===== config.mk =====
export PLATFORM = sky130hd
export DESIGN_NAME = bp_update_queue
export DESIGN_NICKNAME = d
export VERILOG_FILES = /design/src/logic/bp_update_queue.sv
export VERILOG_INCLUDE_DIRS = /design/src /design/src/logic
export SDC_FILE = /design/constraint.sdc
export NUM_CORES = 1
export LEC_CHECK = 0
export BUFFER_PORTS_ARGS = -buffer_cell sky130_fd_sc_hd__buf_2
export CAP_MARGIN = 20
export CORE_ASPECT_RATIO = 1.25
export CORE_UTILIZATION = 43
export CTS_CLUSTER_DIAMETER = 50
export DETAILED_ROUTE_END_ITERATION = 10
export GPL_TIMING_DRIVEN = 0
export SKIP_CTS_REPAIR_TIMING = 1
export SLEW_MARGIN = 40
export SYNTH_ARGS = -nofsm -noshare
export SYNTH_HDL_FRONTEND = slang
export SYNTH_SLANG_ARGS = --single-unit

===== constraint.sdc =====
create_clock -name clk -period 5.6 [get_ports clk]
set_input_delay 1.12 -clock clk [delete_from_list [all_inputs] [get_ports clk]]
set_output_delay 1.12 -clock clk [all_outputs]
set_load 0.05 [all_outputs]

===== src/logic/bp_params.svh =====
/*
 * branch predictor sizing macros
 * table geometry, fetch width, queue depth and statistics width
 */
`ifndef BP_PARAMS_SVH
`define BP_PARAMS_SVH

// instruction address width
`define BP_ADDR_W 24
// predictions returned per fetch cycle
`define BP_FETCH_SLOTS 2

// table index is low pc bits joined with global history
`define BP_HIST_W 2
`define BP_PC_IDX_W 7
`define BP_IDX_W 9

// update queue entries, must stay a power of two
`define BP_QUEUE_DEPTH 8
// width of the update and mispredict statistics
`define BP_CNT_W 32
// weakly not-taken, value left behind by a clear sweep
`define BP_CNT_WEAK_NT 1

`endif


===== src/logic/bp_update_queue.sv =====
/*
 * commit update queue
 * circular fifo of branch outcomes, drops and flags pushes when full
 */
`timescale 1ns/1ps
`default_nettype none
`include "bp_params.svh"

module bp_update_queue (
	input  wire logic                 clk,
	input  wire logic                 rst,
	input  wire logic                 push,
	input  wire logic [`BP_ADDR_W-1:0] push_ip,
	input  wire logic                 push_taken,
	input  wire logic                 pop,
	output logic                      q_valid,
	output logic [`BP_ADDR_W-1:0]     q_ip,
	output logic                      q_taken,
	output logic                      q_empty,
	output logic                      overflow_pulse
);

	localparam int PTR_W = $clog2(`BP_QUEUE_DEPTH);

	// payload storage
	logic [`BP_ADDR_W-1:0] ip_mem [`BP_QUEUE_DEPTH];
	logic                  taken_mem [`BP_QUEUE_DEPTH];

	// msb of each pointer is the wrap bit
	logic [PTR_W:0] wr_ptr;
	logic [PTR_W:0] rd_ptr;
	logic           full;
	logic           push_ok;

	assign q_empty = (wr_ptr == rd_ptr);
	assign full    = (wr_ptr[PTR_W] != rd_ptr[PTR_W]) &&
	                 (wr_ptr[PTR_W-1:0] == rd_ptr[PTR_W-1:0]);
	assign push_ok = push && !full;

	// a commit that finds the queue full is lost
	assign overflow_pulse = push && full;

	assign q_valid = !q_empty;
	assign q_ip    = ip_mem[rd_ptr[PTR_W-1:0]];
	assign q_taken = taken_mem[rd_ptr[PTR_W-1:0]];

	always_ff @(posedge clk) begin
		if (push_ok) begin
			ip_mem[wr_ptr[PTR_W-1:0]]    <= push_ip;
			taken_mem[wr_ptr[PTR_W-1:0]] <= push_taken;
		end
	end

	always_ff @(posedge clk) begin
		if (rst) begin
			wr_ptr <= '0;
			rd_ptr <= '0;
		end else begin
			if (push_ok)
				wr_ptr <= wr_ptr + (PTR_W+1)'(1);
			if (pop)
				rd_ptr <= rd_ptr + (PTR_W+1)'(1);
		end
	end

	a_no_pop_empty: assert property (@(posedge clk) disable iff (rst) pop |-> !q_empty);

endmodule

`default_nettype wire


==> Implementation_results.wiki, run 1 <==
{| class="wikitable"
! Metric !! Value
|-
| Period utilisation layout || 65.8%
|-
| Final Critical Period || 3.69 ns
|-
| Vias in the first global route || 4230
|-
| Die Height || 156 µm
|-
| Count of different cell masters after synthesis || 28
|-
| Worst-Margin Slew || 0.834 ns
|-
| Required time reported for the critical path endpoint || 4.48 ns
|-
| Global-route usage over all layers || 16.5%
|-
| Number of standard-cell rows in the floorplan || 55
|-
| Top achievable clock speed || 271 MHz
|-
| Leakage || 3.24 nW
|-
| Setup Skew || 0.00689 ns
|-
| Initial antenna violation count || 1
|-
| Final count of pins violating max slew || 0
|-
| Final design area excluding fillers || 0.00962 mm²
|-
| Critical path peak fanout || 10
|-
| Number of warning messages in the yosys log || 0
|-
| Number of cells after detailed placement || 689
|-
| Xor-xnor portion of the synthesized cell area || 1.19%
|-
| Net Count, Synth || 396
|-
| Final setup margin || 1.91 ns
|-
| Share of cells above drive strength 1 || 44.0%
|-
| Pwr Total || 3.47 mW
|-
| Pre-antenna DRT Iters || 7
|-
| Max-cap violation count || 0
|-
| Clock tree from TritonCTS || yes
|-
| Initial Util || 44.4%
|-
| Setup crit end kind || primary output
|-
| Avg WL per Cell || 21.1 µm
|-
| RSZ-0062 raised after global routing || no
|-
| Post-synthesis compound-gate area fraction || 0.447%
|-
| Vias after detailed routing || 3883
|-
| Die Wd || 125 µm
|-
| Type of the tightest min-delay check || flop to flop
|-
| FF+latch count, synth || 211
|-
| Clock transition time at the flip-flop clock pins of the worst setup and hold paths || 0.06 ns
|-
| Worst hold margin || 0.620 ns
|-
| Aggregate routed wire length || 15.3 mm
|-
| Clock insertion delay at the later pin of the skew report || 0.48 ns
|-
| Number of primary I/O pins || 57
|-
| Layout area overhead || 18.4%
|-
| Relative slew margins || 44.4%
|-
| Signal arrival time at the worst endpoint || 2.57 ns
|-
| Hold violation total from the final report || 0
|-
| Placed Instance Area || 0.00899 mm²
|-
| Clock root cell || clkbuf_16
|-
| Number of buffers added on ports || 56
|-
| Run status || complete, but fails checks
|-
| GRT overflow || 0
|-
| Bufs on Longest Clock Path || 3
|-
| Core occupancy in the finished layout || 52.6%
|-
| First-pass GRT wire length || 23.9 mm
|-
| Maximum resistive drop on vdd || 0.000149 V
|-
| DRC violation count after routing || 12
|-
| Kind of critical path || flop to primary output
|-
| Aggregate negative setup slack || 0 ns
|-
| Setup violators final || 0
|-
| Number of standard cells after synthesis || 365
|-
| Placeable core region || 0.0183 mm²
|-
| Half-perimeter wire length after placement || 10.8 mm
|-
| Number of buffers created by CTS || 21
|-
| Depth of the CTS H-tree || 1
|-
| Power Density || 360 mW/mm²
|-
| DR iter-0 viols || 260
|-
| Netlist Area Pre-Place || 0.00813 mm²
|-
| Clk sink count || 211
|-
| Largest net degree at the start of global routing || 15
|-
| Area of the die || 0.0195 mm²
|-
| Post-synthesis mux area share || 18.0%
|-
| Count of nets left with antenna violations after detail routing || 0
|-
| Sequential area share after synthesis || 76.6%
|-
| Post-Synth Adder-Cell Area || 0.308%
|-
| Share of synthesized cell area in and, or, nand and nor gates || 2.31%
|-
| Final non-filler cell total || 727
|-
| Failing checks || DRC
|-
| Post-layout net count || 515
|-
| Synthesized area per cell || 22.3 µm²
|-
| Nature of the critical path startpoint || flop
|-
| Dpl ws || 2.38 ns
|-
| Average via count per standard cell || 5.34
|-
| Dominant combinational cell family by area after synthesis || multiplexers
|-
| Routability Congestion || 0.819
|}
## state kept, by name (all words and copies together), names as in the netlist, named ones only
register   cells
ip_mem       192
taken_mem      8
rd_ptr         4
wr_ptr         4
## cells by family (layout without fill, tap and decap cells)
family                     after synthesis  in the layout
other                                    0              1
buffers and inverters                   21            154
AOI/OAI and AO/OA                        4              4
DFF                                    211            211
muxes                                   80             80
and+or+nand+nor                         36             36
xor gates and xnor gates                11             11
adders and majority gates                2              2
## where the power goes
| part | total (mW) | switching [mW] | internal, mW | leakage, nW |
|---|---|---|---|---|
| logic | 0.408 | 0.262 | 0.146 | 1.03 |
| registers | 1.78 | 0.0103 | 1.77 | 1.91 |
| clock network | 1.28 | 0.532 | 0.748 | 0.307 |
| total | 3.47 | 0.804 | 2.66 | 3.24 |
## synth_stat cells (all sizes together)
cell type	count	area [µm²]
nor2b	3	18.8
inv	1	3.75
o211ai	1	7.51
ha	2	25.0
nand4	3	18.8
o41a	1	11.3
mux4	50	1130
nor2	8	30.0
a41oi	1	8.76
or3	1	6.26
nor3	7	35.0
xor2	6	52.6
xnor2	5	43.8
and2	1	6.26
mux2	27	308
nor3b	1	7.51
edfxtp	200	6010
mux2i	3	30.0
nor4	4	25.0
buf	12	55.1
clkbuf	8	31.3
nand2b	4	25.0
dfxtp	11	220
o41ai	1	8.76
nand2	4	15.0
## layout make-up
type                    instances  area [µm²]
plain buffers                  20        86.3
fillers                      1446        8680
well taps                     228         285
flip-flops and latches        211        6230
diodes                          1        2.50
repair buffers                 96         523
clock inverters                 2        10.0
multi-input cells             133        1870
inverters                       1        3.75
clock buffers                  35         618
## layer usage
metal  global-route usage [%]  vias to the layer above  wire length (µm)
met5                        0                        -                 0
met4                     4.88                        0               297
met3                     3.33                       25               862
met2                     28.9                       91              7790
met1                     21.1                     2016              6360
li1                         -                     1751                 -
## cell usage in the layout (no fill, tap or decap), types with 2 or more instances in the layout
cell	Yosys	routed
ha_1	2	2
clkbuf_16	0	21
nor2b_1	3	3
nor3_2	0	5
nand2b_1	4	4
buf_4	0	8
buf_1	4	4
xnor2_1	5	5
mux2_2	26	26
xor2_1	6	6
mux2i_1	3	3
nor3_1	7	2
nor2_1	8	7
clkbuf_1	7	17
buf_2	8	93
nor4_2	0	3
mux4_2	50	50
clkinv_2	0	2
edfxtp_1	200	200
nand2_1	4	4
clkbuf_8	0	4
nand4_1	3	3
buf_6	0	2
dfxtp_1	11	11
## worst paths after layout
| kind | start | endpoint | slack [ns] | cells after the start |
|---|---|---|---|---|
| min | rd_ptr[1] | rd_ptr[1] | 0.62 | 2 |
| min reg2reg | rd_ptr[1] | rd_ptr[1] | 0.62 | 2 |
| max | flop | q_ip[7] | 1.91 | 5 |
| max reg2reg | wr_ptr[0] | ip_mem[0][12] | 3.02 | 7 |
## critical path, cell delays in order, from the launching register on
cell      delay [ns]
dfxtp_1         0.31
clkbuf_1        0.19
clkbuf_1        0.66
mux4_2          0.41
mux2_2          0.29
buf_2           0.21
(Power assumes the default switching activity.)
==> inputs of run 2 (changes only) <==
--- a/config.mk
+++ b/config.mk
@@ -6,6 +6,7 @@
 export SDC_FILE = /design/constraint.sdc
 export NUM_CORES = 1
 export LEC_CHECK = 0
+export ABC_AREA = 1
 export BUFFER_PORTS_ARGS = -buffer_cell sky130_fd_sc_hd__buf_2
 export CAP_MARGIN = 20
 export CORE_ASPECT_RATIO = 1.25
==> constraint.sdc (replaced) <==
create_clock -name clk -period 3.2 [get_ports clk]
set_input_delay 0.64 -clock clk [delete_from_list [all_inputs] [get_ports clk]]
set_output_delay 0.64 -clock clk [all_outputs]
set_load 0.05 [all_outputs]
==> Implementation_results.wiki, run 2 <==
{| class="wikitable"
! Metric !! Value
|-
| Run status || finished clean
|-
| Cell type group with the largest total delay on the critical path || buffers and inverters
|-
| Sequential area share after synthesis || 74.2% (-2.4 points)
|-
| FF+latch count, synth || 211 (unchanged)
|-
| Flop2flop setup slack || 1.03 ns (-1.99 ns)
|-
| Routability Congestion || 0.779 (-4.9%)
|-
| Maximum resistive drop on vdd || 0.000380 V (+150%)
|-
| Number of primary I/O pins || 57 (unchanged)
|-
| Setup Skew || 0.00573 ns (-0.00116 ns)
|-
| Aggregate routed wire length || 19.1 mm (+24%)
|-
| Number of warning messages in the yosys log || 0 (unchanged)
|-
| Number of standard-cell rows in the floorplan || 56 (+1.8%)
|-
| Top achievable clock speed || 347 MHz
|-
| Clock insertion delay at the later pin of the skew report || 0.50 ns (+0.02 ns)
|-
| Final design area excluding fillers || 0.00993 mm² (+3.2%)
|-
| Nature of the critical path startpoint || flop
|-
| Initial Util || 44.4% (about the same)
|-
| Number of cells on the worst reg-to-reg path || 7 (unchanged)
|-
| Pre-antenna DRT Iters || 5 (-2)
|-
| Final setup margin || 0.317 ns (-1.60 ns)
|-
| Required time reported for the critical path endpoint || 2.56 ns (-1.92 ns)
|-
| Half-perimeter wire length after placement || 12.4 mm (+15%)
|-
| RSZ-0062 raised after global routing || no
|-
| DRC violation count after routing || 0 (-12)
|-
| Cell type with the highest aggregate area in the netlist || edfxtp_1
|-
| Top area cells in the synthesized netlist || edfxtp_1, o21ai_0, nor2_1
|-
| Startpoint of the tightest hold check path || pop
|-
| Share of cells above drive strength 1 || 16.9% (-27 points)
|-
| Depth of the worst hold-timing path || 2 (unchanged)
|-
| Area of the die || 0.0201 mm² (+3.2%)
|-
| Netlist Area Pre-Place || 0.00839 mm² (+3.3%)
|-
| Clk sink count || 211 (unchanged)
|-
| Area of the multi-input gates || 0.00194 mm² (+4.0%)
|-
| Async set-or-reset flop fraction in the synthesized netlist || 0% (unchanged)
|-
| Leakage || 3.57 nW (+10%)
|-
| Aggregate negative setup slack || 0 ns (unchanged)
|-
| Post-layout net count || 819 (+59%)
|-
| Setup crit end kind || primary output
|-
| Area share of the largest cell type after synthesis || 71.6% (-2.4 points)
|-
| Dpl ws || 0.802 ns (-1.58 ns)
|-
| Initial antenna violation count || 0 (-1)
|-
| Worst hold margin || 0.381 ns (-0.239 ns)
|-
| Period utilisation layout || 90.1%
|-
| Max FFs per register || 192 (unchanged)
|-
| Number of enable-type register cells in the synthesized netlist || 200 (unchanged)
|-
| First-pass GRT wire length || 30.0 mm (+26%)
|-
| Avg WL per Cell || 18.4 µm (-13%)
|-
| Hold violation total from the final report || 0 (unchanged)
|-
| Worst-Margin Slew || 0.683 ns (-0.151 ns)
|-
| Global-route usage over all layers || 19.8% (+3.3 points)
|-
| Clock transition time at the flip-flop clock pins of the worst setup and hold paths || 0.06 ns (about the same)
|-
| Most instantiated cells after synthesis || edfxtp_1, nor2_1, o21ai_0
|-
| Die Wd || 127 µm (+1.6%)
|-
| Number of cells after detailed placement || 996 (+45%)
|-
| Most common cell in the synthesized netlist || edfxtp_1
|-
| Depth of the CTS H-tree || 1 (unchanged)
|-
| Final non-filler cell total || 1035 (+42%)
|-
| Largest net degree at the start of global routing || 26 (+11)
|-
| Commonest non-fill, non-tap cell in the layout || edfxtp_1
|-
| Critical path peak fanout || 10 (unchanged)
|-
| Final Critical Period || 2.88 ns
|-
| Standard cell with the maximum stage delay on the critical path || clkbuf_1
|-
| Setup violators final || 0 (unchanged)
|-
| Hold endpoint || rd_ptr[0]
|-
| Commonest cells after routing, fill and taps aside || edfxtp_1, nor2_1, o21ai_0
|-
| Die Height || 158 µm (+1.6%)
|-
| Critical path, cell by cell || buf_2 -> clkbuf_1 -> o21ai_0 -> o21ai_0 -> nand2_1 -> nand2_1 -> buf_2
|-
| Count of nets left with antenna violations after detail routing || 0 (unchanged)
|-
| Placeable core region || 0.0189 mm² (+3.3%)
|-
| Kind of critical path || flop to primary output
|-
| Buffers plus inverters on the worst setup path || 3 (unchanged)
|-
| Relative slew margins || 54.5% (+10 points)
|-
| Pwr Total || 6.55 mW (+89%)
|-
| Net Count, Synth || 732 (+85%)
|-
| Core occupancy in the finished layout || 52.5% (-0.070 points)
|-
| Vias in the first global route || 5530 (+31%)
|-
| Signal arrival time at the worst endpoint || 2.24 ns (-0.33 ns)
|-
| Synthesized area per cell || 12.0 µm² (-46%)
|-
| GRT overflow || 0 (unchanged)
|-
| Slowest cell delay on critical path || 0.38 ns (-0.28 ns)
|-
| Diode count || 0 (-1)
|-
| Number of buffers created by CTS || 22 (+4.8%)
|-
| Number of buffers added on ports || 56 (unchanged)
|-
| Bufs on Longest Clock Path || 3 (unchanged)
|-
| Vias after detailed routing || 5437 (+40%)
|-
| Most used flip-flop cell after synthesis || edfxtp_1
|-
| FF-to-FF Start || wr_ptr[0]
|-
| Final count of pins violating max slew || 0 (unchanged)
|-
| Clock tree from TritonCTS || yes
|-
| Area taken by flip-flops and latches || 0.00623 mm² (unchanged)
|-
| Layout area overhead || 18.3% (about the same)
|-
| Placed Instance Area || 0.00916 mm² (+1.9%)
|-
| Capture instance of the worst register-to-register path || ip_mem[3][22]
|-
| Number of standard cells after synthesis || 701 (+92%)
|-
| Max-cap violation count || 0 (unchanged)
|-
| Power Density || 659 mW/mm² (+83%)
|-
| Type of the tightest min-delay check || input port to flop
|-
| DR iter-0 viols || 413 (+59%)
|-
| Fill count || 1599 (+11%)
|-
| Count of different cell masters after synthesis || 23 (-18%)
|-
| Average via count per standard cell || 5.25 (-1.6%)
|-
| Clock root cell || clkbuf_16
|}
[run 2: worst reg2reg max path: cells and delay by family, from the launching register on]
kind	cells	cell delay, ns
buffers and inverters	2	0.34
AND/OR/NAND/NOR	5	1.10
flip-flops	1	0.42
[run 2: how the worst max path moves through the flow]
stage,start,endpoint,depth (start not counted)
CTS,flop,q_ip[9],7
global placement,push,ip_mem[3][22],3
detailed placement,flop,q_ip[9],7
floorplan,wr_ptr[1],q_valid,4
global route,flop,q_ip[9],7
finish,flop,q_ip[23],7
[run 2: kinds of logic after synthesis]
group           after synthesis  share of synthesized area (%)
simple gates                271                           12.5
flops                       211                           74.2
compound gates              161                           9.60
buf+inv                      55                           3.31
fa+ha+maj                     2                          0.298
xor+xnor                      1                          0.104
[run 2: report_power, final]
group          switching (mW)  internal [mW]
Clock                    1.01           1.68
Combinational           0.564          0.184
Sequential             0.0198           3.09
Total                    1.59           4.96
[run 2: cell type report]
cell class | count | area share (%)
plain buffers | 38 | 2.15
clock buffers | 28 | 6.19
clock inverters | 11 | 1.60
inverters | 17 | 0.642
multi-input cells | 435 | 19.6
flip-flops and latches | 211 | 62.7
well taps | 232 | 2.92
repair buffers | 63 | 4.26
[run 2: per-layer routing]
layer  up-vias  track usage, %  part of all wire, %
met3        23            2.74                  4.1
met2       130            36.7                   52
met1      2656            24.0                   42
met4         0            5.67                  1.8
met5         -               0                    0
li1       2628               -                    -
==> inputs of run 3 (changes only) <==
--- a/config.mk
+++ b/config.mk
@@ -6,7 +6,6 @@
 export SDC_FILE = /design/constraint.sdc
 export NUM_CORES = 1
 export LEC_CHECK = 0
-export ABC_AREA = 1
 export BUFFER_PORTS_ARGS = -buffer_cell sky130_fd_sc_hd__buf_2
 export CAP_MARGIN = 20
 export CORE_ASPECT_RATIO = 1.25
==> Implementation_results.wiki, run 3 (synthesis gave the netlist of run 1 again) <==
{| class="wikitable"
! Metric !! Value
|-
| Core occupancy in the finished layout || 53.2% (+0.68 points)
|-
| Clock insertion delay at the later pin of the skew report || 0.50 ns (about the same)
|-
| Period utilisation layout || 97.0% (+6.9 points)
|-
| Largest net degree at the start of global routing || 18 (-31%)
|-
| Standard cell with the maximum stage delay on the critical path || mux4_2
|-
| Final count of pins violating max slew || 0 (unchanged)
|-
| Area of the die || 0.0195 mm² (-3.1%)
|-
| Worst-Margin Slew || 0.756 ns (+0.0726 ns)
|-
| Relative contribution of the clock network to total power || 38.9% (-2.1 points)
|-
| FF-to-FF Start || wr_ptr[0]
|-
| Failing checks || DRC
|-
| Vias in the first global route || 4239 (-23%)
|-
| Final Critical Period || 3.10 ns (+0.221 ns)
|-
| Relative slew margins || 49.1% (-5.4 points)
|-
| Clk sink count || 211 (unchanged)
|-
| Max-cap violation count || 0 (unchanged)
|-
| Commonest cells after routing, fill and taps aside || edfxtp_1, buf_2, mux4_2
|-
| Combinational share of power || 11.6% (+0.2 points)
|-
| Run status || complete, but fails checks
|-
| Critical path, cell by cell || clkbuf_1 -> buf_2 -> mux4_2 -> mux2_2 -> buf_2
|-
| Pre-antenna DRT Iters || 7 (+2)
|-
| Nature of the critical path startpoint || flop
|-
| Number of buffers created by CTS || 20 (-9.1%)
|-
| Type of the tightest min-delay check || input port to flop
|-
| Dpl ws || 0.456 ns (-0.346 ns)
|-
| Aggregate routed wire length || 15.5 mm (-18%)
|-
| Clock root cell || clkbuf_16
|-
| Commonest non-fill, non-tap cell in the layout || edfxtp_1
|-
| Area taken by flip-flops and latches || 0.00623 mm² (unchanged)
|-
| Average via count per standard cell || 5.36 (+2.1%)
|-
| Worst hold margin || 0.400 ns (+0.0188 ns)
|-
| Clock transition time at the flip-flop clock pins of the worst setup and hold paths || 0.06 ns (about the same)
|-
| Power Density || 644 mW/mm² (-2.2%)
|-
| Routability Congestion || 0.782 (+0.35%)
|-
| Critical path peak fanout || 10 (unchanged)
|-
| Depth of the CTS H-tree || 1 (unchanged)
|-
| Die Wd || 125 µm (-1.6%)
|-
| Kind of critical path || flop to primary output
|-
| Sw Pwr || 1.48 mW (-7.0%)
|-
| Internal power summed over all cells || 4.79 mW (-3.3%)
|-
| Setup violators final || 0 (unchanged)
|-
| Placeable core region || 0.0183 mm² (-3.2%)
|-
| Die Height || 156 µm (-1.6%)
|-
| Half-perimeter wire length after placement || 10.6 mm (-15%)
|-
| First-pass GRT wire length || 23.9 mm (-20%)
|-
| Clock tree from TritonCTS || yes
|-
| Avg WL per Cell || 21.7 µm (+18%)
|-
| Switching fraction of total power || 23.6% (-0.71 points)
|-
| Required time reported for the critical path endpoint || 2.56 ns (about the same)
|-
| Hold violation total from the final report || 0 (unchanged)
|-
| Final design area excluding fillers || 0.00973 mm² (-2.0%)
|-
| Signal arrival time at the worst endpoint || 2.46 ns (+0.22 ns)
|-
| Vias after detailed routing || 3845 (-29%)
|-
| Setup crit end kind || primary output
|-
| Maximum resistive drop on vdd || 0.000305 V (-20%)
|-
| Setup Skew || 0.00936 ns (+0.00363 ns)
|-
| Max FFs per register || 192 (unchanged)
|-
| Placed Instance Area || 0.00901 mm² (-1.6%)
|-
| Number of buffers added on ports || 56 (unchanged)
|-
| Top achievable clock speed || 322 MHz (-7.1%)
|-
| Slowest cell delay on critical path || 0.56 ns (+0.18 ns)
|-
| Relative contribution of sequential cells to total power || 49.6% (+2.1 points)
|-
| Layout area overhead || 19.8%
|-
| Post-layout net count || 505 (-38%)
|-
| Startpoint of the tightest hold check path || push_ip[21]
|-
| Leakage || 3.26 nW (-8.7%)
|-
| Initial Util || 44.4% (about the same)
|-
| Pwr Total || 6.27 mW (-4.2%)
|-
| GRT overflow || 0 (unchanged)
|-
| Area of the multi-input gates || 0.00190 mm² (-2.1%)
|-
| Global-route usage over all layers || 16.6% (-3.2 points)
|-
| Fill count || 1447 (-9.5%)
|-
| RSZ-0062 raised after global routing || yes
|-
| Bufs on Longest Clock Path || 3 (unchanged)
|-
| Crit path top cell by count || buf_2
|-
| Number of standard-cell rows in the floorplan || 55 (-1.8%)
|-
| DR iter-0 viols || 236 (-43%)
|-
| DRC violation count after routing || 8 (+8)
|-
| Final setup margin || 0.0961 ns (-0.221 ns)
|-
| Number of primary I/O pins || 57 (unchanged)
|-
| Initial antenna violation count || 1 (+1)
|-
| Share of cells above drive strength 1 || 46.1% (+29 points)
|-
| Count of nets left with antenna violations after detail routing || 0 (unchanged)
|}
[run 3: per-layer routing]
metal | share of wire (%) | track usage [%] | vias to the layer above | wire, µm
met5 | 0 | 0 | - | 0
met4 | 2.1 | 5.87 | 0 | 330
met1 | 39 | 19.7 | 1989 | 6100
li1 | - | - | 1731 | -
met2 | 53 | 30.6 | 99 | 8180
met3 | 6.0 | 2.95 | 26 | 936
[run 3: critical path: cells and delay by family (launching register included)]
| kind | cells | cell delay, ns |
|---|---|---|
| muxes | 2 | 0.85 |
| DFF | 1 | 0.30 |
| buffers and inverters | 3 | 0.81 |
[run 3: final timing paths]
check	to	slack [ns]	cells after the start
worst max-delay path	q_ip[19]	0.1	5
worst max register to register	ip_mem[2][20]	0.46	7
worst min register to register	flop	0.64	2
worst min-delay path	ip_mem[1][21]	0.40	1
[run 3: through the flow]
stage | TNS [ns] | instances
detailed placement | 0 | 680
CTS | -1.55 | 716
global route | -0.754 | 716
finish | 0 | 717
floorplan | -3.49 | 365
global placement | -304.80 | 649
[run 3: final cells by class]
class                      instances  area share, %
timing repair buffer              87           5.33
clock inverter                     9           1.21
inverter                           1         0.0386
clock buffer                      27           5.93
antenna                            1         0.0257
multi-input combinational        133           19.5
sequential                       211           64.0
tap                              228           2.93
buffer                            20           1.05
[run 3: power groups by stage]
stage                     sequential (mW)  combinational [mW]  clock (mW)
after floorplan                      3.17               0.521           0
after global placement               3.17               0.696           0
after detailed placement             3.17               0.734           0
after CTS                            3.11               0.736        2.48
after global routing                 3.11               0.775        2.56
final                                3.11               0.726        2.44
